$ cat config.mk
export PLATFORM = sky130hd
export DESIGN_NAME = apbHostPort
export DESIGN_NICKNAME = d
export VERILOG_FILES = /design/src/design/synFiltPkg.sv /design/src/design/apbHostPort.sv
export SDC_FILE = /design/constraint.sdc
export NUM_CORES = 1
export LEC_CHECK = 0
export BUFFER_PORTS_ARGS = -buffer_cell sky130_fd_sc_hd__buf_2
export CORE_AREA = 2 2 99 101
export DETAILED_ROUTE_END_ITERATION = 16
export DIE_AREA = 0 0 101 103
export PLACE_DENSITY_LB_ADDON = 0.12
export SLEW_MARGIN = 10
export SYNTH_ARGS = -nofsm -noshare
export SYNTH_HDL_FRONTEND = slang
export SYNTH_SLANG_ARGS = --single-unit
$ cat constraint.sdc
create_clock -name pclk -period 2.45 [get_ports pclk]
set_input_delay 0.3675 -clock pclk [delete_from_list [all_inputs] [get_ports pclk]]
set_output_delay 0.3675 -clock pclk [all_outputs]
set_load 0.01 [all_outputs]
$ cat src/design/synFiltPkg.sv
`default_nettype none

package synFiltPkg;

	// Controller states
	typedef enum logic [3:0] {
		idle,
		loadX,
		mult,
		loadTap,
		msu,
		round,
		writeY,
		updRead,
		updWrite,
		finish
	} ctrlState_e;

	// APB register byte offsets
	localparam logic [13:0] regCtrl = 14'h000;
	localparam logic [13:0] regStatus = 14'h004;
	localparam logic [13:0] regXAddr = 14'h008;
	localparam logic [13:0] regAAddr = 14'h00C;
	localparam logic [13:0] regYAddr = 14'h010;
	localparam logic [13:0] regMemAddr = 14'h014;

	// Scratch memory window and word address width
	localparam logic [13:0] memWindow = 14'h2000;
	localparam int addrWidth = 11;

endpackage

`default_nettype wire

$ cat src/design/apbHostPort.sv
`timescale 1ns/1ps
`default_nettype none

module apbHostPort #(
	parameter int order = 10,
	parameter int subLen = 40
) (
	input  wire logic                             pclk,
	input  wire logic                             rstN,
	input  wire logic                             psel,
	input  wire logic                             penable,
	input  wire logic                             pwrite,
	input  wire logic [13:0]                      paddr,
	input  wire logic [31:0]                      pwdata,
	output logic [31:0]                           prdata,
	output logic                                  pready,
	output logic                                  pslverr,
	output logic                                  irq,
	output logic                                  start,
	output logic                                  update,
	output logic [synFiltPkg::addrWidth-1:0]      xAddr,
	output logic [synFiltPkg::addrWidth-1:0]      aAddr,
	output logic [synFiltPkg::addrWidth-1:0]      yAddr,
	output logic [synFiltPkg::addrWidth-1:0]      memAddr,
	input  wire logic                             busy,
	input  wire logic                             done,
	input  wire logic [synFiltPkg::addrWidth-1:0] filtAddr,
	input  wire logic [31:0]                      filtWData,
	input  wire logic                             filtWe,
	input  wire logic [31:0]                      memRData,
	output logic [synFiltPkg::addrWidth-1:0]      memAddrOut,
	output logic [31:0]                           memWData,
	output logic                                  memWe
);
	localparam int aw = synFiltPkg::addrWidth;

	logic access;
	logic inWindow;
	logic regHit;
	logic windowRead;
	logic waitDone;
	logic hostWe;
	logic regWrite;
	logic statusRead;
	logic doneFlag;
	logic [31:0] regData;

	assign access = psel && penable;
	assign inWindow = paddr >= synFiltPkg::memWindow;

	////////////////////////////////////////////////////////////
	// Register decode
	////////////////////////////////////////////////////////////

	always_comb
	begin
		regHit = 1'b1;
		case (paddr)
			synFiltPkg::regCtrl:    regData = {30'd0, update, 1'b0};
			synFiltPkg::regStatus:  regData = {8'd0, 8'(subLen), 8'(order), 6'd0, busy, irq};
			synFiltPkg::regXAddr:   regData = 32'(xAddr);
			synFiltPkg::regAAddr:   regData = 32'(aAddr);
			synFiltPkg::regYAddr:   regData = 32'(yAddr);
			synFiltPkg::regMemAddr: regData = 32'(memAddr);
			default:
			begin
				regHit = 1'b0;
				regData = '0;
			end
		endcase
	end

	// Writes are dropped while a run is in progress
	assign regWrite = access && pwrite && regHit && !busy;
	assign statusRead = access && !pwrite && paddr == synFiltPkg::regStatus;
	assign windowRead = access && inWindow && !pwrite && !busy;
	assign hostWe = access && pwrite && inWindow && !busy;

	// Window reads wait one cycle for the RAM
	assign pready = access && !(windowRead && !waitDone);
	assign pslverr = access && (inWindow ? busy : !regHit);
	assign prdata = !access ? '0 : (inWindow ? memRData : regData);
	assign irq = doneFlag || done;

	always_ff @(posedge pclk or negedge rstN)
	begin
		if (!rstN)
		begin
			waitDone <= 1'b0;
			start <= 1'b0;
			doneFlag <= 1'b0;
			update <= 1'b0;
			xAddr <= '0;
			aAddr <= '0;
			yAddr <= '0;
			memAddr <= '0;
		end
		else
		begin
			waitDone <= windowRead && !waitDone;
			start <= regWrite && paddr == synFiltPkg::regCtrl && pwdata[0];
			// Status read clears the sticky flag
			if (statusRead)
				doneFlag <= 1'b0;
			else if (done)
				doneFlag <= 1'b1;
			if (regWrite)
			begin
				case (paddr)
					synFiltPkg::regCtrl:    update <= pwdata[1];
					synFiltPkg::regXAddr:   xAddr <= pwdata[aw-1:0];
					synFiltPkg::regAAddr:   aAddr <= pwdata[aw-1:0];
					synFiltPkg::regYAddr:   yAddr <= pwdata[aw-1:0];
					synFiltPkg::regMemAddr: memAddr <= pwdata[aw-1:0];
					default: ;
				endcase
			end
		end
	end

	// Memory port belongs to the controller during a run
	assign memAddrOut = busy ? filtAddr : paddr[aw+1:2];
	assign memWData = busy ? filtWData : pwdata;
	assign memWe = busy ? filtWe : hostWe;

	aStartBusy: assert property (@(posedge pclk) disable iff (!rstN)
		start |=> busy);
	aHostWeIdle: assert property (@(posedge pclk) disable iff (!rstN)
		hostWe |=> !busy);

endmodule

`default_nettype wire

After elaboration in Yosys (flattened, before gate mapping)
Cells that the tools add are included.
{"block": "word_totals", "regBits": 48, "inputBits": 129, "output_inout_bits": 125, "wordCells": 54}
{"block": "op_classes", "order_cmp": 1, "n_eq_ne": 5, "muxes": 10, "n_reduce_logical": 30}
{"cell": "$pmux 22 s6", "count": 1}
{"cell": "$mux 32", "count": 3}
{"cell": "$eq 14x4->1 const B", "count": 2}
{"cell": "$eq 14x5->1 const B", "count": 2}
{"cell": "$logic_and 1x1->1", "count": 16}
{"cell": "$eq 14x3->1 const B", "count": 1}
{"cell": "$ge 14x14->1 const B", "count": 1}
{"cell": "$logic_not 14->1", "count": 1}
{"cell": "$mux 11", "count": 1}
{"cell": "$reduce_and 2->1", "count": 5}
{"cell": "$reduce_or 6->1", "count": 1}
{"cell": "$logic_not 1->1", "count": 5}
{"cell": "$mux 1", "count": 5}
{"cell": "$reduce_bool 2->1", "count": 1}
{"cell": "$logic_or 1x1->1", "count": 1}

Depth between registers and ports, before layout
{"block": "logic_depth", "word_depth": 7, "mapped_depth": 6, "depth_no_buf": 4}

Least setup slack after synthesis
Ideal clock, no wire load.
{"block": "synth_timing", "kind": "input-to-output", "from": "input paddr[4]", "to": "output prdata[6]", "t_arrival_ns": 1.943, "t_required_ns": 2.082, "setup_slack_ns": 0.139, "stages": 6, "path_buffers": 2, "cell_sequence": "clkbuf_1 nor4b_2 clkbuf_1 a22oi_1 a2111o_1 nand3_1"}
{"block": "synth_via", "elab_chain_len": 4, "word_cells_on_any_way": 10, "cone_classes": "1 x order compare; 5 x eq/ne; 3 x mux; 1 x reduce/logical"}
{"item": "start, declared", "line": "apbHostPort.sv:13", "source": "input wire logic [13:0] paddr,"}
{"item": "branches (longest 2 deep; another with $ge 14x14->1)"}
{"item": "$mux 32 * (2 in a row)", "line": "apbHostPort.sv:82", "source": "assign prdata = !access ? '0 : (inWindow ? memRData : regData);"}
{"item": "end, declared", "line": "apbHostPort.sv:15", "source": "output logic [31:0] prdata,"}
Every way passes the cells marked *.

Final worst setup path
{"block": "layout_timing", "from": "input paddr[7]", "to": "output prdata[9]"}
Same word-level chain as after synthesis.

==> results.ini <==
[die]
coreArea_um2=9460
die_area_um2=10400
die_x_um=101
initial_core_util_pct=34.6
ioPinCount=254
die_h_um=103
row_count=36

[grt]
grt_use_met1_pct=28.2
grt_most_used_layer=met2
antenna_found_initial=0
grt.total_usage_pct=21.5
grt-ovfl-total=0
use_met3_pct=3.12
first_global_vias=3133
grt_max_degree=35
grt_pass1_wl_um=17100
gr-usage-met2_pct=37.6

[drt]
dr.pass1.iters=4
wl_per_cell_um=17.8
drt_iter0_markers=139
wirelength_um=12000
dr_total_vias=3449
viasPerCell=5.09
ant_nets=0
drc_errors=0

[power]
clkPwrFrac_pct=36.7
ir_worst_vdd_mv=0.302
pwr-share-comb_pct=21.7
internal_power_w=0.00141
p_sw_share_pct=25.9
p_seq_share_pct=41.6
power_leakage_nw=2.75
switching_power_w=0.000492
powerDensity_nw_per_um2=385

[cells_and_area]
num_antenna_cells=0
num-fill-cells=920
layout-drive-gt1-share_pct=68.4
post-route-cell-area_um2=4940
syn_to_final_growth_pct=51.1
nNetsFinal=691
fin_util_pct=52.2

[sta]
maxSlewViolCount=0
setup_viol=0
rsz0062_at_grt=false
finalCriticalPeriod_ps=2370
worstMarginPinSlew_ps=816
min_period_over_period_pct=96.7
slew_headroom_pct=45.6
hold_viol=0
finClkSkew_ps=0
fin_tns_setup_ps=0
max_freq_mhz=422

[worst_setup_path]
cpMaxStageDelayCell=or3_1
regToRegStartpoint=doneFlag
reg2reg_slack_ps=1550
endpoint=prdata[9]
r2r_end=doneFlag
cp-startpoint=paddr[7]
critPathRequiredTime_ps=2080
start_kind=input pin
crit_path_end_kind=output pin
crit_fanout=4
criticalPathCategory=input pin to output pin
crit_arrival_ps=2000
max_stage_delay_ps=410
path_cells=buf_2 > or3_1 > or2_2 > or2_2 > o21ai_0 > buf_2
ff2ff_path_depth=2

[clock_network]
clk_pin_slew_ps=100
cts_tree=done
cts_resized=0
clockBufferDepth=2
clock_sinks=48
numCtsBuffers=5
root_buffer=clkbuf_8
post_cts_buffers=0
cts_hold_buffers=0
insertion_delay_ps=300
htree_levels=2

[run_status]
outcome=finished clean

[placed_design]
place.port_buffers=253
placed_cell_area_um2=4800
hpwl_um=9440
place_congestion=0.792

[yosys]
ys_types=43
synth-seq-cells=48
syn_inst=299
avgSynthCellArea_um2=10.9
synth_nets=428
yosysWarnings=0
ys_seq_area_share_pct=36.7
synth_area_um2=3270

[run]
max_cap_viol_count=0

[worst_hold_path]
hp-class=input pin to asynchronous set/reset pin

[cell families after synthesis]
logic type / share of synthesized area, %
buffers and inverters: 3.02
AOI/OAI and AO/OA: 9.30
muxes: 33.4
and+or+nand+nor: 17.5
DFF: 36.7
[synthesized netlist by cell type (all sizes together)]
| cell type | number | share of area (%) |
|---|---|---|
| nor3 | 4 | 0.61 |
| a21oi | 12 | 1.8 |
| nor3b | 1 | 0.23 |
| or3 | 1 | 0.19 |
| nor2b | 5 | 0.96 |
| nor4b | 3 | 1.9 |
| a221oi | 1 | 0.27 |
| nand4 | 4 | 0.96 |
| or2 | 4 | 0.77 |
| a31oi | 3 | 0.57 |
| nand3 | 15 | 2.3 |
| nand2b | 2 | 0.38 |
| a2111o | 7 | 2.4 |
| or4 | 2 | 0.57 |
| a221o | 1 | 0.31 |
| a211o | 1 | 0.27 |
| a32o | 1 | 0.31 |
| nor4 | 4 | 0.96 |
| mux2 | 91 | 32 |
| nand2 | 13 | 1.5 |
| mux2i | 3 | 0.92 |
| a22o | 1 | 0.27 |
| o22ai | 1 | 0.19 |
| a22oi | 8 | 1.8 |
| and4 | 3 | 0.80 |
| buf | 6 | 1.1 |
| o21ai | 5 | 0.77 |
| clkbuf | 15 | 1.7 |
| dfrtp | 48 | 37 |
| and3 | 1 | 0.19 |
| and2 | 23 | 4.4 |
| o31a | 1 | 0.27 |
| inv | 2 | 0.23 |
| nor2 | 7 | 0.80 |
[area by class of cell]
type	count	area, µm²	share of cell area (%)
multi-input cells	228	1980	40.1
repair buffers	277	1470	29.8
flip-flops and latches	48	1200	24.3
well taps	114	143	2.89
clock buffers	5	68.8	1.39
clock inverters	3	68.8	1.39
inverters	2	7.51	0.152
[how the worst min path moves through the flow]
stage | to | from | slack (ps)
after floorplan | aAddr[0] | rstN | 70
after global placement | memAddr[7] | rstN | 490
after detailed placement | yAddr[7] | rstN | 500
after CTS | memAddr[10] | rstN | 170
after global routing | aAddr[8] | rstN | 200
final | memAddr[10] | rstN | 160
[power by group through the flow]
| stage | logic (W) | clock network, W | registers (W) |
|---|---|---|---|
| floorplan | 0.000180 | 0 | 0.000808 |
| global placement | 0.000411 | 0 | 0.000808 |
| detailed placement | 0.000416 | 0 | 0.000808 |
| CTS | 0.000419 | 0.000714 | 0.000792 |
| global route | 0.000454 | 0.000755 | 0.000792 |
| finish | 0.000414 | 0.000698 | 0.000792 |
[metrics by stage]
step           hold WS [ps]  setup slack [ps]  power [W]  std cells
2_1_floorplan          71.9               139   0.000988        299
3_3_place_gp            494              96.9    0.00122        669
3_5_place_dp            503              99.5    0.00122        669
4_1_cts                 172              86.9    0.00192        677
5_1_grt                 202              15.2    0.00200        677
6_report                158              79.7    0.00190        677
[placed cells by master (no fill, tap or decap), types with 7 or more instances in the layout]
| cell type | n |
|---|---|
| buf_2 | 253 |
| mux2_2 | 80 |
| dfrtp_1 | 48 |
| and2_1 | 22 |
| buf_4 | 22 |
| nand3_1 | 15 |
| nand2_1 | 13 |
| a21oi_1 | 12 |
| mux2_4 | 10 |
| a22oi_1 | 8 |
| nor2_1 | 7 |
| a2111o_1 | 7 |
[critical path, delay by kind of cell]
family	cells	cell delay, ps
compound gates	1	240
simple gates	3	1110
buf+inv	2	280
[sequential cells by signal (all words and copies together), names as in the netlist]
register	cells
waitDone	1
xAddr	11
memAddr	11
doneFlag	1
aAddr	11
update	1
start	1
yAddr	11
[metal layers]
metal  vias up  share of wire [%]  wire length, µm
li1       1644                  -                -
met1      1657                 43             5140
met2       140                 50             5990
met3         8                6.4              773
met4         0                1.1              131
met5         -                  0                0
Note: power is estimated with default switching activity, not from simulation.
