[config.mk]
export PLATFORM = sky130hd
export DESIGN_NAME = basicOps
export DESIGN_NICKNAME = d
export VERILOG_FILES = /design/src/design/g729Pkg.sv /design/src/design/basicOps.sv
export SDC_FILE = /design/constraint.sdc
export NUM_CORES = 1
export LEC_CHECK = 0
export ABC_AREA = 0
export BUFFER_PORTS_ARGS = -buffer_cell sky130_fd_sc_hd__buf_2
export CAP_MARGIN = 20
export CORE_MARGIN = 2
export CORE_UTILIZATION = 50
export DETAILED_ROUTE_END_ITERATION = 8
export GPL_TIMING_DRIVEN = 0
export PLACE_DENSITY = 0.68
export SYNTH_ARGS = -nofsm -noshare
export SYNTH_HDL_FRONTEND = slang
export SYNTH_SLANG_ARGS = --single-unit
[constraint.sdc]
create_clock -name vclk -period 11.55
set_input_delay 0.5775 -clock vclk [all_inputs]
set_output_delay 0.5775 -clock vclk [all_outputs]
set_load 0.01 [all_outputs]
[src/design/g729Pkg.sv]
`default_nettype none

package g729Pkg;

	// Sample and accumulator widths
	localparam int wordWidth = 16;
	localparam int accWidth = 32;

	// Saturation limits
	localparam logic signed [wordWidth-1:0] maxWord = 16'sh7FFF;
	localparam logic signed [wordWidth-1:0] minWord = 16'sh8000;
	localparam logic signed [accWidth-1:0] maxAcc = 32'sh7FFF_FFFF;
	localparam logic signed [accWidth-1:0] minAcc = 32'sh8000_0000;

	// Added before the high half is taken
	localparam logic signed [accWidth-1:0] roundConst = 32'sh0000_8000;

	// Arithmetic opcodes of the basic operators
	typedef enum logic [1:0] {
		opMult,
		opMsu,
		opShl3Round
	} aluOp_e;

endpackage

`default_nettype wire
[src/design/basicOps.sv]
`timescale 1ns/1ps
`default_nettype none

module basicOps (
	input  wire g729Pkg::aluOp_e                      op,
	input  wire logic signed [g729Pkg::wordWidth-1:0] opA,
	input  wire logic signed [g729Pkg::wordWidth-1:0] opB,
	input  wire logic signed [g729Pkg::accWidth-1:0]  acc,
	output logic signed [g729Pkg::accWidth-1:0]       result
);
	localparam int aw = g729Pkg::accWidth;
	localparam int ww = g729Pkg::wordWidth;

	logic signed [aw-1:0] rawProd;
	logic signed [aw-1:0] prod;
	logic signed [aw:0]   diff;
	logic signed [aw-1:0] shifted;
	logic signed [aw:0]   rounded;
	logic signed [aw-1:0] roundSat;

	// Clamp a sum with one guard bit into the accumulator range
	function automatic logic signed [aw-1:0] satAcc(input logic signed [aw:0] v);
		if (v[aw] != v[aw-1])
			return v[aw] ? g729Pkg::minAcc : g729Pkg::maxAcc;
		return v[aw-1:0];
	endfunction

	always_comb
	begin
		// Doubled fractional product
		rawProd = opA * opB;
		if (opA == g729Pkg::minWord && opB == g729Pkg::minWord)
			prod = g729Pkg::maxAcc;
		else
			prod = rawProd <<< 1;

		diff = {acc[aw-1], acc} - {prod[aw-1], prod};

		// Top four bits must agree or the shift overflows
		if (acc[aw-1:aw-4] == {4{acc[aw-1]}})
			shifted = acc <<< 3;
		else
			shifted = acc[aw-1] ? g729Pkg::minAcc : g729Pkg::maxAcc;

		rounded = {shifted[aw-1], shifted} + {1'b0, g729Pkg::roundConst};
		roundSat = satAcc(rounded);

		case (op)
			g729Pkg::opMult:      result = prod;
			g729Pkg::opMsu:       result = satAcc(diff);
			g729Pkg::opShl3Round: result = {{(aw-ww){roundSat[aw-1]}}, roundSat[aw-1:ww]};
			default:              result = acc;
		endcase
	end

endmodule

`default_nettype wire

After elaboration in Yosys (flattened, before gate mapping) --
Index checks and enable logic that the tools add are counted.
Cells by class: $add $sub $neg 2, multiply operators 1, equal/unequal tests 7, multiplexer cells 13, reductions and logical operators 2
Operators with widths (number):
- $mux 32 | 9
- $pmux 32 s3 | 1
- $add 32x17->33 const B | 1
- $sub 32x32->33 | 1
- $eq 16x16->1 const B | 2
- $mul 16x16->31 | 1
- $eq 3x3->1 | 1
- $mux 1 | 3
- $eq 2x1->1 const B | 1
- $eq 2x2->1 const B | 1
- $logic_not 2->1 | 1
- $ne 1x1->1 | 2
- $logic_and 1x1->1 | 1
Storage, ports and cells: register bits after elaboration 0, output and inout bits 32, logic and storage cells 25

Longest topological paths before layout --
Gate-level depths: netlist of the first run.
word-level depth 9, mapped depth 37

Worst setup path before layout of the first run --
OpenSTA, ideal clock, no wires.
path kind input port to output port, from in opA[11] in the netlist's numbering, to out result[14] in the netlist's numbering, arrival time 8592 ps, path slack 2380 ps, cell stages on the path 32, path buffers 3, cell sequence clkbuf_1 > clkbuf_1 > nand2_1 > fa_1 > fa_1 > fa_1 > inv_1 > fa_1 > fa_1 > inv_1 > fa_1 > inv_1 > ha_1 > and3_1 > and3_1 > o311ai_0 > a21boi_0 > a21o_1 > a21oi_1 > xnor2_1 > nor2_1 > ha_1 > and4_1 > nand2_1 > or4_1 > o211ai_1 > o21ai_1 > o21ai_0 > o211a_4 > buf_2 > o21ai_1 > a21oi_1
Between the ends: cells in the longest elaborated chain, start to end 9, elaborated cells on any way between the ends 12, those cells by class add/sub: 1; mul: 1; eq/ne: 2; mux: 7; reduce/logical: 1
RTL lines:
- from (decl) | RTL line basicOps.sv:6 | input wire logic signed [g729Pkg::wordWidth-1:0] opA,
- parallel branches: the longest is 2 deep, another holds $mul 16x16->31
- $mux 32 (*) | RTL line basicOps.sv:32 | if (opA == g729Pkg::minWord && opB == g729Pkg::minWord)
- $sub 32x32->33 | RTL line basicOps.sv:37 | diff = {acc[aw-1], acc} - {prod[aw-1], prod};
- $ne 1x1->1 | RTL line basicOps.sv:23 | if (v[aw] != v[aw-1])
- $mux 1 | RTL line basicOps.sv:23
- $mux 1 | RTL line basicOps.sv:48 | case (op)
- $mux 32 | RTL line basicOps.sv:25 | return v[aw-1:0];
- $pmux 32 s3 (*) | RTL line basicOps.sv:48
- to (decl) | RTL line basicOps.sv:9 | output logic signed [g729Pkg::accWidth-1:0] result
Mark *: on every way between the ends. The select of a mux whose other input is x is not followed.

Worst setup path after layout of the first run --
from in opA[6] in the netlist's numbering, to out result[0] in the netlist's numbering
Same word-level chain as after synthesis.

==> results of run 1 <==
==> metrics by stage <==
step	instance area, um2	std cells	util	setup slack, ns	hold slack [ns]
2_1_floorplan	13200	1642	-	2.38	1.28
3_3_place_gp	14000	2056	0.538	0.478	1.55
3_5_place_dp	14000	2056	0.538	0.411	1.55
4_1_cts	14000	2056	0.538	0.339	1.56
5_1_grt	14000	2056	0.538	0.0113	1.57
6_report	14000	2060	0.539	0.453	1.56
==> layout by cell type (no fill, tap or decap), types with 14 or more instances in the layout <==
cell type	instances
inv_1	305
fa_1	257
nand2_1	191
and2_1	131
ha_1	115
nor2_1	83
buf_2	83
a21oi_1	82
o21ai_0	67
clkbuf_1	65
xnor2_1	44
a21o_1	27
nand3_1	21
xor2_1	19
o211ai_1	18
nand4_1	16
o21a_1	16
nor4_1	14
==> final cells by class <==
class              instances  area, um2  share of cell area
diodes                     4       10.0            0.000715
well taps                335        419              0.0299
inverters                306       1150              0.0821
repair buffers            79        395              0.0282
plain buffers             79        312              0.0223
multi-input cells       1257      11700               0.837
==> cell families after synthesis <==
kind of cell,synth area share
and+or+nand+nor,0.194
xor gates and xnor gates,0.0447
adders and majority gates,0.500
buffers and inverters,0.111
muxes,0.00152
AOI/OAI and AO/OA,0.149
==> per-layer routing <==
| metal | global-route usage | up-vias |
|---|---|---|
| met5 | 0 | - |
| met4 | 0.0607 | 0 |
| met3 | 0.0260 | 60 |
| met2 | 0.485 | 493 |
| met1 | 0.416 | 5904 |
| li1 | - | 5407 |
==> worst max-delay path, delay by kind of cell <==
family | cells | cell delay (ns)
adder cells (fa/ha/maj) | 8 | 3.70
AO/OA/AOI/OAI | 10 | 2.96
buffers and inverters | 4 | 1.43
AND/OR/NAND/NOR | 7 | 1.55
XOR/XNOR | 1 | 0.25
==> cell usage after synthesis (all sizes together), types with 4 or more instances <==
cell type  count  share of area
nand2        191          0.054
o31ai          4         0.0023
clkbuf        70          0.020
nor2b          5         0.0024
nand2b        11         0.0052
or2            8         0.0038
and4           6         0.0040
o21ai         71          0.027
ha           115           0.11
or3            7         0.0033
nor2          83          0.024
or4            4         0.0023
fa           257           0.39
xor2          20          0.013
and3           5         0.0024
xnor2         45          0.031
a21boi         6         0.0034
o21a          17          0.010
buf            9         0.0032
and2         132          0.063
o31a           5         0.0033
nor3          12         0.0046
a211oi         7         0.0040
nor4          14         0.0067
a21o          27          0.015
nand4         16         0.0076
nand3         21         0.0080
a31oi          9         0.0043
inv          305          0.087
o21bai         9         0.0051
a21oi         82          0.031
a211o          5         0.0033
a2111oi        4         0.0031
o211ai        19          0.011
==> what timing repair did <==
item                       4_1_cts  5_1_grt
setup endpoints to repair        0       24
gates resized for setup          0        5
buffers inserted                 0        0
==> worst min path at each step <==
stage / depth (start not counted) / slack (ns) / to
global placement: 4 / 1.55 / result[6]
global route: 4 / 1.57 / result[6]
detailed placement: 4 / 1.55 / result[6]
floorplan: 2 / 1.28 / result[27]
finish: 4 / 1.56 / result[6]
CTS: 4 / 1.56 / result[6]
==> metrics.md, run 1 <==
| Metric | Value |
|---|---|
| Status | finished clean |
| CP max-delay cell | clkbuf_1 |
| Initial core utilization | 0.507 |
| Final RePlAce weighted congestion | 0.992 |
| Required time worst endpoint | 10.97 ns |
| Largest net degree at the start of global routing | 11 |
| Fmax | 90.1 MHz |
| Worst Setup EP | result[0] |
| DR WL/cell | 19.3 um |
| Startpoint Class | input pin |
| Drt drc | 0 |
| Top Metal Used | met4 |
| RSZ-0062 raised after global routing | false |
| Min-Delay Path Class | input pin to output port |
| Synth Area per Inst | 8.02 um2 |
| Port Buf Inserts | 79 |
| Starting DRT DRC Count | 982 |
| Synth cell types | 72 |
| Max-slew violations | 0 |
| Met1 wire length | 17.0 mm |
| Via Count | 11900 |
| Area grow syn2layout | 6.34% |
| Crit path from | opA[6] |
| Pre-antenna DRT Iters | 6 |
| CP max FO | 10 |
| Die area | 27600 um2 |
| First-pass GRT wire length | 64.7 mm |
| Worst rel slew slack | 0.409 |
| Most used cell, CP | fa_1 |
| Total GRT Usage | 0.290 |
| Antenna Nets Post-Route | 0 |
| Worst Hold Launch | acc[6] |
| CP endpoint kind | output port |
| Final nets | 2161 |
| Core area | 26000 um2 |
| Sequential area share after synthesis | 0 |
| Hold buffer count at cts | 0 |
| Critical path arrival | 10.52 ns |
| FF/Latch Area | 0 um2 |
| # rows | 59 |
| Drt via density | 5.76 |
| CP max stage delay | 0.63 ns |
| Yosys warnings | 0 |
| Overflow after GRT | 0 |
| Initial antenna violation count | 4 |
| Crit Path Category | input pin to output port |
| Final HPWL DP | 33.8 mm |
| Slew @ Worst Pin | 0.883 ns |
| DR WL met3 | 3.07 mm |
| Die Y | 166 um |
| Setup violations, final | 0 |
| Area of the mapped netlist | 13200 um2 |
| Share of layout cells above drive strength 1 | 0.0633 |
| Synthesized net count | 2080 |
| Fill cells | 2566 |
| Vias in the first global route | 12000 |
| Final min period | 11.10 ns |
| Syn Inst Count | 1642 |
| Final Hold Fails | 0 |
| Fin crit share | 0.961 |
| Fin Setup TNS | 0 ns |
| Max_cap viols | 0 |
| Seq Cell Count | 0 |
| I/O pin cnt | 98 |
| Die width | 166 um |
| Drt total wl | 39.8 mm |
| Routed met2 length | 18.9 mm |
| Layout clock buffers | 0 |
Power of run 1 is not shown: default switching activity piles up to over one toggle a cycle in this logic, so the estimate is an artifact.
==> inputs of run 2 (changes only) <==
- CAP_MARGIN: 20 -> not set
- CELL_PAD_IN_SITES_DETAIL_PLACEMENT: not set -> 0
- CELL_PAD_IN_SITES_GLOBAL_PLACEMENT: not set -> 1
- CORE_MARGIN: 2 -> 3
- CORE_UTILIZATION: 50 -> 49
- PLACE_DENSITY: 0.68 -> 0.85
==> run 2 against run 1 <==
- hold slack got worse by 0.032 ns
- utilization decreased by 0.48 points
- cell count fell by 0.19%
- critical path depth rose by 6
==> metrics.md, run 2 (same netlist as run 1, synthesis figures left out) <==
| Metric | Value |
|---|---|
| Hold buffer count at cts | 0 |
| Layout clock buffers | 0 |
| Min-Delay Path Class | input pin to output port |
| Starting DRT DRC Count | 968 |
| Total GRT Usage | 0.281 |
| Max_cap viols | 0 |
| Final min period | 10.98 ns |
| Die Y | 170 um |
| Drt total wl | 39.9 mm |
| Via Count | 11800 |
| Startpoint Class | input pin |
| Vias in the first global route | 12000 |
| Seq Cell Count | 0 |
| Initial core utilization | 0.502 |
| Drt via density | 5.75 |
| DR WL/cell | 19.4 um |
| Max-slew violations | 0 |
| I/O pin cnt | 98 |
| Most used cell, CP | fa_1 |
| Worst Hold Depth | 4 |
| Die width | 170 um |
| Port Buf Inserts | 79 |
| Drt drc | 0 |
| Final nets | 2161 |
| First-pass GRT wire length | 64.5 mm |
| Final Hold Fails | 0 |
| FF/Latch Area | 0 um2 |
| # diodes | 0 |
| CP endpoint kind | output port |
| Worst rel slew slack | 0.379 |
| Fmax | 91.1 MHz |
| Commonest non-fill, non-tap cell in the layout | inv_1 |
| Crit Path Category | input pin to output port |
| Post-CTS setup buffer count | 0 |
| Fin Setup TNS | 0 ns |
| Fin crit share | 0.951 |
| CP max-delay cell | fa_1 |
| Slew @ Worst Pin | 0.920 ns |
| Area grow syn2layout | 6.28% |
| Hold EP | result[0] |
| Overflow after GRT | 0 |
| Required time worst endpoint | 10.97 ns |
| Die area | 28900 um2 |
| CP max stage delay | 0.56 ns |
| Critical path arrival | 10.40 ns |
| Share of layout cells above drive strength 1 | 0.0645 |
| Setup violations, final | 0 |
| Final RePlAce weighted congestion | 0.945 |
| Fill cells | 2546 |
| # rows | 59 |
| Antenna Nets Post-Route | 0 |
| RSZ-0062 raised after global routing | false |
| CP max FO | 10 |
| Multi-input logic area | 11700 um2 |
| Worst Hold Launch | acc[0] |
| Pre-antenna DRT Iters | 5 |
| Largest net degree at the start of global routing | 11 |
| Status | finished clean |
| Final HPWL DP | 33.9 mm |
| Post-cts sizing count | 0 |
| Most frequent cells in the layout | inv_1, fa_1, nand2_1, and2_1, ha_1 |
| Core area | 26200 um2 |
| Initial antenna violation count | 1 |
run 2: layer usage:
metal,part of all wire,vias to the layer above,routed length (um),track usage
met5,0.00033,-,13,0
met4,0.028,2,1130,0.0670
li1,-,5407,-,-
met3,0.083,80,3310,0.0425
met1,0.43,5862,17300,0.409
met2,0.45,476,18100,0.446
run 2: layout make-up:
class | instances | share of cell area
Timing Repair Buffer | 79 | 0.0283
Buffer | 79 | 0.0224
Multi-Input combinational cell | 1257 | 0.837
Inverter | 306 | 0.0821
Tap cell | 335 | 0.0300
run 2: stage by stage:
step	setup slack [ns]	hold slack [ns]	cells	utilization	area, um2
global route	0.0181	1.57	2056	0.534	14000
CTS	0.241	1.54	2056	0.533	14000
finish	0.570	1.53	2056	0.534	14000
floorplan	2.38	1.28	1642	-	13200
detailed placement	0.328	1.53	2056	0.533	14000
global placement	0.307	1.53	2056	0.533	14000
run 2: worst max path at each step:
stage,from,end,slack (ns),cells past startpoint
final,opB[7],result[28],0.57,36
after global placement,opA[11],result[29],0.31,32
after floorplan,opA[11],result[14],2.38,32
after CTS,opA[11],result[29],0.24,32
after global routing,opB[7],result[28],0.02,36
after detailed placement,opA[11],result[29],0.33,32
run 2: worst max-delay path, delay by kind of cell:
kind            cells  cell delay [ns]
simple gates        7             1.30
xor+xnor            1             0.48
buf+inv            10             2.03
fa+ha+maj           8             3.74
compound gates     10             2.26
Power of run 2 is left out for the same reason.
