## config.mk

```make
export PLATFORM = sky130hd
export DESIGN_NAME = synFilt
export DESIGN_NICKNAME = d
export VERILOG_FILES = /design/src/design/synFiltPkg.sv /design/src/design/g729Pkg.sv /design/src/design/synFilt.sv
export SDC_FILE = /design/constraint.sdc
export NUM_CORES = 1
export LEC_CHECK = 0
export ABC_CLOCK_PERIOD_IN_PS = 5100
export BUFFER_PORTS_ARGS = -buffer_cell sky130_fd_sc_hd__buf_2
export CAP_MARGIN = 20
export CORE_MARGIN = 2
export CORE_UTILIZATION = 42
export CTS_CLUSTER_DIAMETER = 40
export DETAILED_ROUTE_END_ITERATION = 12
export HOLD_SLACK_MARGIN = 0.02
export MAX_ROUTING_LAYER = met4
export PLACE_DENSITY = 0.66
export SLEW_MARGIN = 20
export SYNTH_ARGS = -nofsm -noshare
export SYNTH_HDL_FRONTEND = slang
export SYNTH_SLANG_ARGS = --single-unit
```

## constraint.sdc

```tcl
create_clock -name clk -period 5.1 [get_ports clk]
set_input_delay 0 -clock clk [delete_from_list [all_inputs] [get_ports clk]]
set_output_delay 0 -clock clk [all_outputs]
set_load 0.01 [all_outputs]
```

## src/design/synFiltPkg.sv

```systemverilog
`default_nettype none

package synFiltPkg;

	// Controller states
	typedef enum logic [3:0] {
		idle,
		loadX,
		mult,
		loadTap,
		msu,
		round,
		writeY,
		updRead,
		updWrite,
		finish
	} ctrlState_e;

	// APB register byte offsets
	localparam logic [13:0] regCtrl = 14'h000;
	localparam logic [13:0] regStatus = 14'h004;
	localparam logic [13:0] regXAddr = 14'h008;
	localparam logic [13:0] regAAddr = 14'h00C;
	localparam logic [13:0] regYAddr = 14'h010;
	localparam logic [13:0] regMemAddr = 14'h014;

	// Scratch memory window and word address width
	localparam logic [13:0] memWindow = 14'h2000;
	localparam int addrWidth = 11;

endpackage

`default_nettype wire

```

## src/design/g729Pkg.sv

```systemverilog
`default_nettype none

package g729Pkg;

	// Sample and accumulator widths
	localparam int wordWidth = 16;
	localparam int accWidth = 32;

	// Saturation limits
	localparam logic signed [wordWidth-1:0] maxWord = 16'sh7FFF;
	localparam logic signed [wordWidth-1:0] minWord = 16'sh8000;
	localparam logic signed [accWidth-1:0] maxAcc = 32'sh7FFF_FFFF;
	localparam logic signed [accWidth-1:0] minAcc = 32'sh8000_0000;

	// Added before the high half is taken
	localparam logic signed [accWidth-1:0] roundConst = 32'sh0000_8000;

	// Arithmetic opcodes of the basic operators
	typedef enum logic [1:0] {
		opMult,
		opMsu,
		opShl3Round
	} aluOp_e;

endpackage

`default_nettype wire
```

## src/design/synFilt.sv

```systemverilog
`timescale 1ns/1ps
`default_nettype none

module synFilt #(
	parameter int order = 10,
	parameter int subLen = 40
) (
	input  wire logic                                clk,
	input  wire logic                                rstN,
	input  wire logic                                start,
	input  wire logic                                update,
	input  wire logic [synFiltPkg::addrWidth-1:0]    xAddr,
	input  wire logic [synFiltPkg::addrWidth-1:0]    aAddr,
	input  wire logic [synFiltPkg::addrWidth-1:0]    yAddr,
	input  wire logic [synFiltPkg::addrWidth-1:0]    memAddr,
	input  wire logic [31:0]                         memRData,
	input  wire logic signed [g729Pkg::accWidth-1:0] result,
	output logic [synFiltPkg::addrWidth-1:0]         memAddrOut,
	output logic [31:0]                              memWData,
	output logic                                     memWe,
	output logic                                     busy,
	output logic                                     done,
	output g729Pkg::aluOp_e                          op,
	output logic signed [g729Pkg::wordWidth-1:0]     opA,
	output logic signed [g729Pkg::wordWidth-1:0]     opB,
	output logic signed [g729Pkg::accWidth-1:0]      acc
);
	localparam int aw = synFiltPkg::addrWidth;
	localparam int ww = g729Pkg::wordWidth;

	synFiltPkg::ctrlState_e state;
	synFiltPkg::ctrlState_e nextState;
	logic [aw-1:0] sampleCnt;
	logic [aw-1:0] tapCnt;
	logic [aw-1:0] pastAddr;
	logic xPhase;
	logic lastTap;
	logic lastSample;
	logic signed [ww-1:0] xReg;
	logic signed [ww-1:0] coefReg;
	logic signed [ww-1:0] yReg;
	logic signed [g729Pkg::accWidth-1:0] accReg;

	assign lastTap = tapCnt == aw'(order);
	assign lastSample = sampleCnt == aw'(subLen - 1);

	// Recent outputs come from this subframe and older ones from the filter memory
	assign pastAddr = (tapCnt <= sampleCnt) ? yAddr + sampleCnt - tapCnt
		: memAddr + tapCnt - sampleCnt;

	////////////////////////////////////////////////////////////
	// Sequencing
	////////////////////////////////////////////////////////////

	always_comb
	begin
		nextState = state;
		case (state)
			synFiltPkg::idle, synFiltPkg::finish:
				nextState = start ? synFiltPkg::loadX : synFiltPkg::idle;
			synFiltPkg::loadX:
				if (xPhase)
					nextState = synFiltPkg::mult;
			synFiltPkg::mult:    nextState = synFiltPkg::loadTap;
			synFiltPkg::loadTap: nextState = synFiltPkg::msu;
			synFiltPkg::msu:     nextState = lastTap ? synFiltPkg::round : synFiltPkg::loadTap;
			synFiltPkg::round:   nextState = synFiltPkg::writeY;
			synFiltPkg::writeY:
				if (!lastSample)
					nextState = synFiltPkg::loadX;
				else if (update)
					nextState = synFiltPkg::updRead;
				else
					nextState = synFiltPkg::finish;
			synFiltPkg::updRead:  nextState = synFiltPkg::updWrite;
			synFiltPkg::updWrite: nextState = lastTap ? synFiltPkg::finish : synFiltPkg::updRead;
			default:              nextState = synFiltPkg::idle;
		endcase
	end

	always_ff @(posedge clk or negedge rstN)
	begin
		if (!rstN)
		begin
			state <= synFiltPkg::idle;
			sampleCnt <= '0;
			tapCnt <= '0;
			xPhase <= 1'b0;
		end
		else
		begin
			state <= nextState;
			case (state)
				synFiltPkg::idle, synFiltPkg::finish:
				begin
					sampleCnt <= '0;
					xPhase <= 1'b0;
				end
				synFiltPkg::loadX: xPhase <= !xPhase;
				synFiltPkg::mult:  tapCnt <= aw'(1);
				synFiltPkg::msu:
					if (!lastTap)
						tapCnt <= tapCnt + 1'b1;
				synFiltPkg::writeY:
				begin
					sampleCnt <= sampleCnt + 1'b1;
					tapCnt <= aw'(1);
				end
				synFiltPkg::updWrite: tapCnt <= tapCnt + 1'b1;
				default: ;
			endcase
		end
	end

	////////////////////////////////////////////////////////////
	// Datapath
	////////////////////////////////////////////////////////////

	// Each register catches the word requested one cycle earlier
	always_ff @(posedge clk)
	begin
		case (state)
			synFiltPkg::loadX:
				if (xPhase)
					xReg <= memRData[ww-1:0];
			synFiltPkg::mult, synFiltPkg::msu: accReg <= result;
			synFiltPkg::loadTap: coefReg <= memRData[ww-1:0];
			synFiltPkg::round:   yReg <= result[ww-1:0];
			default: ;
		endcase
	end

	always_comb
	begin
		case (state)
			synFiltPkg::loadX:    memAddrOut = xPhase ? aAddr : xAddr + sampleCnt;
			synFiltPkg::mult:     memAddrOut = aAddr + aw'(1);
			synFiltPkg::loadTap:  memAddrOut = pastAddr;
			synFiltPkg::msu:      memAddrOut = aAddr + tapCnt + aw'(1);
			synFiltPkg::writeY:   memAddrOut = yAddr + sampleCnt;
			synFiltPkg::updRead:  memAddrOut = yAddr + aw'(subLen) - tapCnt;
			synFiltPkg::updWrite: memAddrOut = memAddr + tapCnt;
			default:              memAddrOut = '0;
		endcase
	end

	always_comb
	begin
		case (state)
			synFiltPkg::msu:   op = g729Pkg::opMsu;
			synFiltPkg::round: op = g729Pkg::opShl3Round;
			default:           op = g729Pkg::opMult;
		endcase
	end

	assign opA = (state == synFiltPkg::msu) ? coefReg : xReg;
	assign opB = memRData[ww-1:0];
	assign acc = accReg;

	// The update copies words that are already sign-extended
	assign memWData = (state == synFiltPkg::updWrite) ? memRData : 32'(yReg);
	assign memWe = state inside {synFiltPkg::writeY, synFiltPkg::updWrite};
	assign busy = !(state inside {synFiltPkg::idle, synFiltPkg::finish});
	assign done = state == synFiltPkg::finish;

	// Writes stay inside the output and filter memory areas
	aWriteInRange: assert property (@(posedge clk) disable iff (!rstN)
		memWe |-> sampleCnt <= aw'(subLen) && tapCnt <= aw'(order));
	aDonePulse: assert property (@(posedge clk) disable iff (!rstN)
		done |=> !done);

endmodule

`default_nettype wire

```

== After elaboration in Yosys (flattened, before gate mapping) ==
Cells that the tools add are included.
Word-level totals
  register bits after elaboration: 107
  bits of input ports: 112
  output and inout port bits: 112
  logic and storage cells: 64
Cells by class
  add/sub/neg operators: 12
  order comparisons: 1
  eq/ne operators: 13
  mux-type cells: 17
  reductions and logical operators: 13
Operator list (number)
  11-bit one-hot mux with 7 select lines: 1
  11-bit by 1-bit adder with 11-bit output (second input constant): 4
  11-bit adder: 4
  4-bit one-hot mux with 9 select lines: 1
  11-bit two-way mux: 3
  11-bit one-hot mux with 3 select lines: 1
  11-bit subtractor: 3
  32-bit two-way mux: 1
  11-bit one-hot mux with 2 select lines: 1
  4-bit by 3-bit == test with 1-bit output (second input constant): 4
  16-bit two-way mux: 1
  4-bit two-way mux: 4
  11-bit by 6-bit adder with 11-bit output (second input constant): 1
  11-bit by 4-bit == test with 1-bit output (second input constant): 1
  11-bit by 6-bit == test with 1-bit output (second input constant): 1
  11-bit less-or-equal comparator: 1
  4-bit by 2-bit == test with 1-bit output (second input constant): 2
  4-bit == test (second input constant): 2
  2-bit nonzero test: 4
  2-bit OR reduction: 3
  4-bit by 1-bit == test with 1-bit output (second input constant): 1
  4-bit logical NOT: 1
  2-bit inequality test (second input constant): 2
  2-bit one-hot mux with 2 select lines: 1
  6 further kinds: 8

== Longest topological paths before layout ==
Gate-level depths: netlist (run 1).
  depth after elaboration: 4
  depth in mapped cells: 16
  depth with buffers taken out: 16

== Worst setup path after synthesis (run 1) ==
Ideal clock, no wire load.
  kind: register -> output
  from: register sampleCnt[0]
  to: output memAddrOut[10] (netlist bit)
  arrival: 3306 ps
  data required time: 5100 ps
  path slack: 1794 ps
  stages on the path, launching flop included: 17
  path buffers: 0
  cell sequence: dfrtp_1 -> ha_1 -> inv_1 -> fa_1 -> nor2b_4 -> o2111a_1 -> nor3_1 -> xnor2_1 -> ha_1 -> or2_2 -> a21oi_1 -> a31oi_1 -> a21o_2 -> a21oi_1 -> xor3_1 -> a32oi_1 -> nand4_1
Between the ends
  longest elaborated chain between the ends: 4
  elaborated cells on any way between the ends: 8
  classes of those cells: 4 x add/sub; 1 x order compare; 3 x mux
Ends and longest elaborated chain
  from (decl): line synFilt.sv:33  | logic [aw-1:0] sampleCnt;
  from (signal assigned): line synFilt.sv:106  | sampleCnt <= sampleCnt + 1'b1;
  11-bit adder: line synFilt.sv:48, synFilt.sv:140
  11-bit subtractor: line synFilt.sv:48  | assign pastAddr = (tapCnt <= sampleCnt) ? yAddr + sampleCnt - tapCnt
  11-bit two-way mux: line synFilt.sv:48
  11-bit one-hot mux with 7 select lines (*): line synFilt.sv:135  | case (state)
  to (decl): line synFilt.sv:18  | output logic [synFiltPkg::addrWidth-1:0] memAddrOut,
Mark *: on every way between the ends. The rest lies on a longest branch, timed or not.

== Worst setup path in the final report (run 1) ==
Ends and elaborated chain as after synthesis.

==> parameters.txt, run 1 <==
Parameter                              Value

Synth
  Number of instances in the synthesized netlist ... 946
  Post-Synth Simple-Gate Area ... 20.4%
  Mux share of post-synthesis cell area ... 0.932%
  Proportion of synthesized chip area in sequential cells ... 35.8%
  Post-synthesis cell type with the largest combined area ... sky130_fd_sc_hd__edfxtp_1
  Compound-cell area share of the yosys netlist ... 14.5%
  Post-synthesis instance area ... roughly 8600 um^2
  Number of enable flip-flop cells after synthesis ... 80
  Syn Area/Cell ... 9.08 um^2
  Most used flip-flop cell after synthesis ... sky130_fd_sc_hd__edfxtp_1
  Synthesis-stage register bit count ... 107
  Main combinational cell family by area after synthesis ... simple AND/OR/NAND/NOR gates
  Ranking of synthesized cells by instance count ... 183 x sky130_fd_sc_hd__nand2_1, 94 x sky130_fd_sc_hd__ha_1, 80 x sky130_fd_sc_hd__edfxtp_1
  Xor/xnor share of the synthesized area ... 7.69%
  Number of distinct library cells after synthesis ... 63
  Top-count cell post-synth ... sky130_fd_sc_hd__nand2_1
  Number of warnings printed during yosys synthesis ... 0
  Syn nets ... 1159
  Adder-cell share of the synthesized area ... 15.3%
  Largest cells by area after synthesis ... sky130_fd_sc_hd__edfxtp_1 28%, sky130_fd_sc_hd__ha_1 14%, sky130_fd_sc_hd__nand2_1 8.0%
  Share of synthesized flip-flops with an asynchronous set or reset ... 25.2%
  Share of Yosys cell area claimed by the top area cell type ... about 28%

Floorplan
  Floorplan die width ... 147 um
  Total core area ... approximately 20000 um^2
  Top-level I/O count ... 224
  Overall die area ... 21600 um^2
  Effective utilization at floorplan ... roughly 43%
  Die H ... between 100 and 150 um
  Standard-cell rows ... 52

Drt
  DR iter-0 viols ... roughly 540
  Vias/cell ... ~5.4
  Detailed-route DRC error count ... 0
  Routed Wire Length ... 26700 um
  First drt pass iteration count ... 6
  Antenna Nets Post-Route ... 0
  Via Count ... about 8.0k
  Detailed-route wire length per cell ... 18.2 um

GRT
  Initial antenna violation count ... 0
  Global routing met3 resource utilization ... 4.13%
  Global-route wire length before repair ... 41200 um
  Most utilized layer in the global route result ... met2
  Total routing resource utilization after global routing ... 25.2%
  Via count of the first global-routing pass ... 7595
  GRT met2 Usage ... between 40 and 50%
  Grt total ovfl ... 0
  Pin count of the biggest net entering global routing ... 34
  Met1 Usage GRT ... between 30% and 40%

Critical path
  Worst Setup End Kind ... output port
  Crit Reg-Reg Startpoint ... state[3]$_DFFE_PN0N_
  Arrival time at the worst endpoint ... 4200 ps
  Cell count of the worst reg-to-reg path ... 6
  Largest fanout on the critical path ... 8
  Type of the worst setup path ... reg2out
  Worst setup SP type ... flop
  Required time of the worst setup path ... 5100 ps
  Launching instance or port of the critical path ... sampleCnt[0]$_DFFE_PN0P_

Clocking
  Clock network latency to the later pin of the worst-skew pair ... 350 ps
  Clock tree root buffer cell ... sky130_fd_sc_hd__clkbuf_16
  Post-cts resize count ... 0
  Total setup buffers inserted after CTS ... 0
  Number of clock sinks ... 107
  Count of hold buffers inserted by post-cts repair ... 50
  Clock tree from TritonCTS ... built
  H-tree levels ... 3
  Number of CTS-inserted buffers ... 9
  Largest buffer count on any clock path ... 2
  Clock Pin Slew Worst Setup and Hold Paths ... 80 ps

Timing
  Setup skew after layout ... 9.48 ps
  Slew Viols, Final ... 0
  Sum of negative setup slack ... 0 ps
  Final hold viol count ... 0
  Headroom to the max-slew limit ... between 20% and 30%
  Final worst slack ... 895 ps
  Count of final setup violators ... 0
  Portion of the clock cycle consumed by the worst path in the final layout ... 82.4%
  Setup repair after global routing missed its margin ... no
  Max Clk Rate ... 0.238 GHz
  Final critical delay including setup and external delays ... 4200 ps
  Worst Tran Pin Value ... 1120 ps

Placed design
  Final RePlAce weighted congestion ... roughly 0.96
  Placed instance area ... ~10000 um^2
  Pre-CTS worst setup slack ... 1330 ps
  Number of port buffers ... between 200 and 250
  Cell total after placement ... 1403
  Detailed Place HPWL ... a little over 20000 um

Final layout
  Footprint of the flip-flops and latches ... 3080 um^2
  Final nets ... 1408
  Antenna cell count ... 0
  Total area of multi-input combinational cells ... 5060 um^2
  Layout cells sized above 1 ... 22.5%
  Final Instance Count excl. Fillers ... 1469
  Post-route cell area ... 10600 um^2
  Filler cell count ... roughly 1.9k
  Syn-to-layout area delta ... 23.8%

Min path
  Hold Crit Class ... in2reg
  Source of the worst hold timing path ... start
  Min-Delay Path Depth ... 4

Flow run
  Reported max-cap violation count ... 0

Power
  Sw Ratio ... 43.9%
  Net Switching ... 1.92 mW
  Sequential share of power ... 29.6%
  Static Leakage ... between 4 and 5 nW
  Logic pwr share ... 54.8%
  Power density relative to cell area ... 412 nW/um^2
  Int Power ... 2.46 mW
  Clock power frac ... 15.6%
  Highest ir drop seen on vdd ... 0.222 mV

Status
  Status ... finished, final reports clean
## power by group through the flow
stage,combinational [mW],clock [mW],sequential (mW)
final,2.40,0.684,1.30
after detailed placement,2.32,0,1.31
after global placement,2.31,0,1.31
after global routing,2.61,0.729,1.32
after CTS,2.36,0.696,1.30
after floorplan,1.53,0,1.31
## per-layer routing
| metal | up-vias | part of all wire [%] |
|---|---|---|
| met2 | 307 | 46 |
| met4 | 0 | 2.3 |
| met3 | 44 | 6.8 |
| li1 | 3908 | - |
| met5 | - | 0 |
| met1 | 3711 | 45 |
## per-stage QoR
stage,utilization (%),power [mW],hold slack [ps]
final,52.7,4.38,25.8
after CTS,52.6,4.35,22.5
after global routing,52.7,4.66,77.9
after global placement,48.7,3.62,78.6
after floorplan,-,2.84,-296
after detailed placement,48.7,3.63,79.2
## sequential cells by signal, indices dropped and copies added, names as in the netlist
name and cells:
yReg 16, xPhase 1, sampleCnt 11, state 4, xReg 16, coefReg 16, tapCnt 11, acc 32
## placed cells by master (no fill, tap or decap), types with 9 or more instances in the layout
cell type	n
sky130_fd_sc_hd__nor2_1	59
sky130_fd_sc_hd__a22oi_1	10
sky130_fd_sc_hd__nand3_1	26
sky130_fd_sc_hd__dlygate4sd3_1	50
sky130_fd_sc_hd__edfxtp_1	80
sky130_fd_sc_hd__xnor2_1	46
sky130_fd_sc_hd__nand2_1	183
sky130_fd_sc_hd__ha_1	94
sky130_fd_sc_hd__dfrtp_1	27
sky130_fd_sc_hd__a21o_1	10
sky130_fd_sc_hd__nor3_1	25
sky130_fd_sc_hd__buf_2	223
sky130_fd_sc_hd__nand4_1	14
sky130_fd_sc_hd__nor2b_1	13
sky130_fd_sc_hd__a221oi_1	9
sky130_fd_sc_hd__clkbuf_16	9
sky130_fd_sc_hd__and3_1	11
sky130_fd_sc_hd__a21oi_1	38
sky130_fd_sc_hd__xor2_1	24
sky130_fd_sc_hd__o21ai_0	52
sky130_fd_sc_hd__or2_2	11
sky130_fd_sc_hd__nand2b_1	9
sky130_fd_sc_hd__inv_1	50
## worst max-delay path, stage by stage (launching register included)
cell	delay [ps]
sky130_fd_sc_hd__dfrtp_1	500
sky130_fd_sc_hd__ha_1	230
sky130_fd_sc_hd__inv_1	60
sky130_fd_sc_hd__fa_1	440
sky130_fd_sc_hd__nor2b_4	150
sky130_fd_sc_hd__o21a_1	120
sky130_fd_sc_hd__nor2_1	50
sky130_fd_sc_hd__xnor2_1	200
sky130_fd_sc_hd__ha_1	320
sky130_fd_sc_hd__and2_1	190
sky130_fd_sc_hd__o21ai_0	270
sky130_fd_sc_hd__a31oi_1	190
sky130_fd_sc_hd__a21o_2	250
sky130_fd_sc_hd__a21oi_1	160
sky130_fd_sc_hd__xor3_1	230
sky130_fd_sc_hd__a32oi_1	220
sky130_fd_sc_hd__nand4_1	110
sky130_fd_sc_hd__buf_2	160
## layout make-up
| cell class | count | area share, % |
|---|---|---|
| multi-input combinational | 747 | 47.6 |
| sequential | 107 | 28.9 |
| timing repair buffer | 279 | 15.8 |
| tap | 270 | 3.18 |
| clock buffer | 9 | 2.12 |
| inverter | 51 | 1.80 |
| clock inverter | 6 | 0.553 |
## final timing paths
check	endpoint	slack, ps
max	memAddrOut[10]	900
min	state[0]$_DFFE_PN0N_	30
max reg2reg	tapCnt[3]$_DFFE_PN0P_	1550
min reg2reg	sampleCnt[4]$_DFFE_PN0P_	580
max in group asynchronous	tapCnt[5]$_DFFE_PN0P_	4400
min in group asynchronous	sampleCnt[0]$_DFFE_PN0P_	230
## cells by family after synthesis
| family | after synthesis |
|---|---|
| simple gates | 380 |
| compound gates | 186 |
| flops | 107 |
| xor+xnor | 72 |
| mux | 8 |
| fa+ha+maj | 101 |
| buf+inv | 92 |
Power figures use the tool's default switching activity.
==> run 2, diff against run 1 <==
--- a/config.mk
+++ b/config.mk
@@ -5,7 +5,7 @@
 export SDC_FILE = /design/constraint.sdc
 export NUM_CORES = 1
 export LEC_CHECK = 0
-export ABC_CLOCK_PERIOD_IN_PS = 5100
+export ABC_CLOCK_PERIOD_IN_PS = 4300
 export BUFFER_PORTS_ARGS = -buffer_cell sky130_fd_sc_hd__buf_2
 export CAP_MARGIN = 20
 export CORE_MARGIN = 2
==> constraint.sdc (replaced) <==
create_clock -name clk -period 4.3 [get_ports clk]
set_input_delay 0 -clock clk [delete_from_list [all_inputs] [get_ports clk]]
set_output_delay 0 -clock clk [all_outputs]
set_load 0.01 [all_outputs]
==> run 2 against run 1 <==
Net effect:
- sequential power up 18%
- hold slack gained 190 ps
- critical path depth stayed put
- via count grew 0.93%
- largest cell class unchanged
- wire length is 0.18% higher
- critical endpoint unchanged
==> parameters.txt, run 2 (same netlist as run 1, synthesis figures left out) <==
Parameter                              Value

Timing
  Portion of the clock cycle consumed by the worst path in the final layout ... 95.1%
  Setup skew after layout ... 9.45 ps (-0.0282 ps)
  Worst Tran Pin Value ... 1030 ps (-92.3 ps)
  Headroom to the max-slew limit ... 31.0% (+5.8 points)
  Setup repair after global routing missed its margin ... no
  Max Clk Rate ... 0.245 GHz
  Count of final setup violators ... 0 (unchanged)
  Final hold viol count ... 0 (unchanged)
  Slew Viols, Final ... 0 (unchanged)
  Sum of negative setup slack ... 0 ps (unchanged)
  Final worst slack ... 212 ps (-683 ps)
  Final critical delay including setup and external delays ... a little over 4000 ps

Placed design
  Final RePlAce weighted congestion ... 0.965 (about the same)
  Number of port buffers ... 223 (unchanged)
  Detailed Place HPWL ... 20500 um (-0.12%)
  Placed instance area ... 9850 um^2 (+0.23%)
  Pre-CTS worst setup slack ... 539 ps (-787 ps)
  Cell total after placement ... 1406 (+0.21%)

Critical path
  Standard cell with the maximum stage delay on the critical path ... sky130_fd_sc_hd__dfrtp_2
  Worst Setup End Kind ... output port
  Ordered list of cells on the worst path ... ha_1, inv_1, fa_1, nor2b_4, o2111a_1, nor3_1, xnor2_1, ha_1, or2_2, a21oi_1, a31oi_1, a21o_2, a21oi_1, xor3_1, a32oi_1, nand4_1, buf_2
  Number of buffer and inverter stages on the critical path ... 2 (unchanged)
  Required time of the worst setup path ... 4300 ps (-800 ps)
  Arrival time at the worst endpoint ... 4090 ps (-110 ps)
  Launching instance or port of the critical path ... sampleCnt[0]$_DFFE_PN0P_
  Worst stage delay on the critical path ... 460 ps (-40 ps)
  Type of the worst setup path ... reg2out
  Crit-path leading delay family ... compound AO/OA/AOI/OAI gates
  Largest fanout on the critical path ... 8 (unchanged)
  Worst setup SP type ... flop
  Crit Reg-Reg Startpoint ... state[3]$_DFFE_PN0N_

Clocking
  Clock network latency to the later pin of the worst-skew pair ... 370 ps (+20 ps)
  Clock tree from TritonCTS ... built
  Number of CTS-inserted buffers ... 9 (unchanged)
  Clock Pin Slew Worst Setup and Hold Paths ... 80 ps (about the same)
  Largest buffer count on any clock path ... 2 (unchanged)
  H-tree levels ... 3 (unchanged)
  Number of clock sinks ... 107 (unchanged)
  Clock tree root buffer cell ... sky130_fd_sc_hd__clkbuf_16

Floorplan
  Top-level I/O count ... 224 (unchanged)
  Floorplan die width ... 147 um (unchanged)
  Total core area ... 20200 um^2 (unchanged)
  Effective utilization at floorplan ... 42.6% (unchanged)
  Die H ... 147 um (unchanged)
  Overall die area ... 21600 um^2 (unchanged)
  Standard-cell rows ... 52 (unchanged)

Drt
  Vias/cell ... 5.45 (+0.52%)
  Detailed-route DRC error count ... 0 (unchanged)
  Routed Wire Length ... 26800 um (+0.18%)
  Detailed-route wire length per cell ... 18.1 um (-0.23%)
  Via Count ... 8044 (+0.93%)
  DR iter-0 viols ... 583 (+9.0%)
  Antenna Nets Post-Route ... 0 (unchanged)
  First drt pass iteration count ... 6 (unchanged)

Final layout
  Post-route cell area ... 10700 um^2 (+0.73%)
  Filler cell count ... 1900 (-0.68%)
  Final nets ... 1412 (+0.28%)
  Footprint of the flip-flops and latches ... 3080 um^2 (+0.16%)
  Layout cells sized above 1 ... 23.3% (+0.74 points)
  Highest-count cells in the layout ignoring fill and taps ... 223 x sky130_fd_sc_hd__buf_2, 183 x sky130_fd_sc_hd__nand2_1, 94 x sky130_fd_sc_hd__ha_1
  Final Instance Count excl. Fillers ... 1475 (+0.41%)
  Most common library cell in the layout ignoring fill and taps ... sky130_fd_sc_hd__buf_2
  Syn-to-layout area delta ... 24.7%
  Flip-flop count of the largest register, all copies and words added ... 32 (unchanged)
  Total area of multi-input combinational cells ... 5070 um^2 (+0.20%)

Power
  Design Power ... 5.26 mW (+20%)
  Static Leakage ... 4.85 nW (+0.80%)
  Power density relative to cell area ... 491 nW/um^2 (+19%)
  Highest ir drop seen on vdd ... 0.259 mV (+17%)

Min path
  Hold Crit Class ... in2async

GRT
  Total routing resource utilization after global routing ... 25.4% (+0.24 points)
  Initial antenna violation count ... 1 (+1)
  Via count of the first global-routing pass ... 7683 (+1.2%)
  Global-route wire length before repair ... 41400 um (+0.30%)
  Grt total ovfl ... 0 (unchanged)
  Pin count of the biggest net entering global routing ... 35 (+2.9%)

Status
  Status ... finished, final reports clean

Flow run
  Reported max-cap violation count ... 0 (unchanged)
==> run 2: changes by cell type in the layout (fill, tap and decap cells not counted), sizes merged <==
| cell | previous run | this run |
|---|---|---|
| buf | 229 | 232 |
| clkinvlp | 1 | 0 |
| diode | 0 | 1 |
| dlygate4sd3 | 50 | 51 |
| inv | 52 | 54 |
==> run 2: through the flow <==
step / hold slack (ps) / utilization, %
final: 214 / 53.1
after global routing: 276 / 53.1
after CTS: 229 / 52.9
after detailed placement: 81.6 / 48.8
after global placement: 74.7 / 48.8
after floorplan: -296 / -
==> run 2: repair_timing <==
action,in CTS,in global routing
endpoints found under the hold margin,110,0
gates resized for setup,0,7
hold buffers,51,0
buffers inserted,0,0
endpoints found under the setup margin,0,1
==> run 2: path summary, 6_finish.rpt <==
check	to	cells past startpoint	slack [ps]
max in group asynchronous	tapCnt[1]$_DFFE_PN0P_	2	3600
min in group clk	memWData[18]	4	280
worst max register to register	tapCnt[9]$_DFFE_PN0P_	9	1310
worst min register to register	sampleCnt[4]$_DFFE_PN0P_	1	580
worst max-delay path	memAddrOut[10]	17	210
worst min-delay path	xPhase$_DFFE_PN0P_	2	210
==> run 2: cell type report <==
class | instances | area share (%)
Multi-Input combinational cell | 747 | 47.4
Sequential cell | 107 | 28.8
Timing Repair Buffer | 283 | 16.0
Tap cell | 270 | 3.15
Clock buffer | 9 | 2.10
Inverter | 51 | 1.79
Clock inverter | 7 | 0.806
Antenna cell | 1 | 0.0234
==> run 2: per-layer routing <==
layer  share of wire, %  vias to the layer above  wire [um]  global-route usage, %
met5                  0                        -          0                      -
met4                2.6                        0        707                   8.85
met3                7.3                       50       1960                   4.10
met2                 46                      350      12400                   39.9
met1                 44                     3736      11700                   33.6
li1                   -                     3908          -                      -
==> run 2: power breakdown <==
group	total (mW)	internal, mW	switching (mW)	leakage [nW]
logic	2.85	1.13	1.72	3.60
clock network	0.868	0.421	0.446	0.151
registers	1.54	1.40	0.149	1.10
total	5.26	2.95	2.31	4.85
==> run 2: worst register-to-register path, cell delays in order, from the launching register on <==
cell and delay [ps]:
sky130_fd_sc_hd__dfrtp_1 520, sky130_fd_sc_hd__nand2b_1 310, sky130_fd_sc_hd__or3_1 560, sky130_fd_sc_hd__nand2_1 120, sky130_fd_sc_hd__buf_4 400, sky130_fd_sc_hd__o21a_1 310
sky130_fd_sc_hd__nand4_1 200, sky130_fd_sc_hd__nor3_1 220, sky130_fd_sc_hd__xnor2_1 140, sky130_fd_sc_hd__nor2_1 60
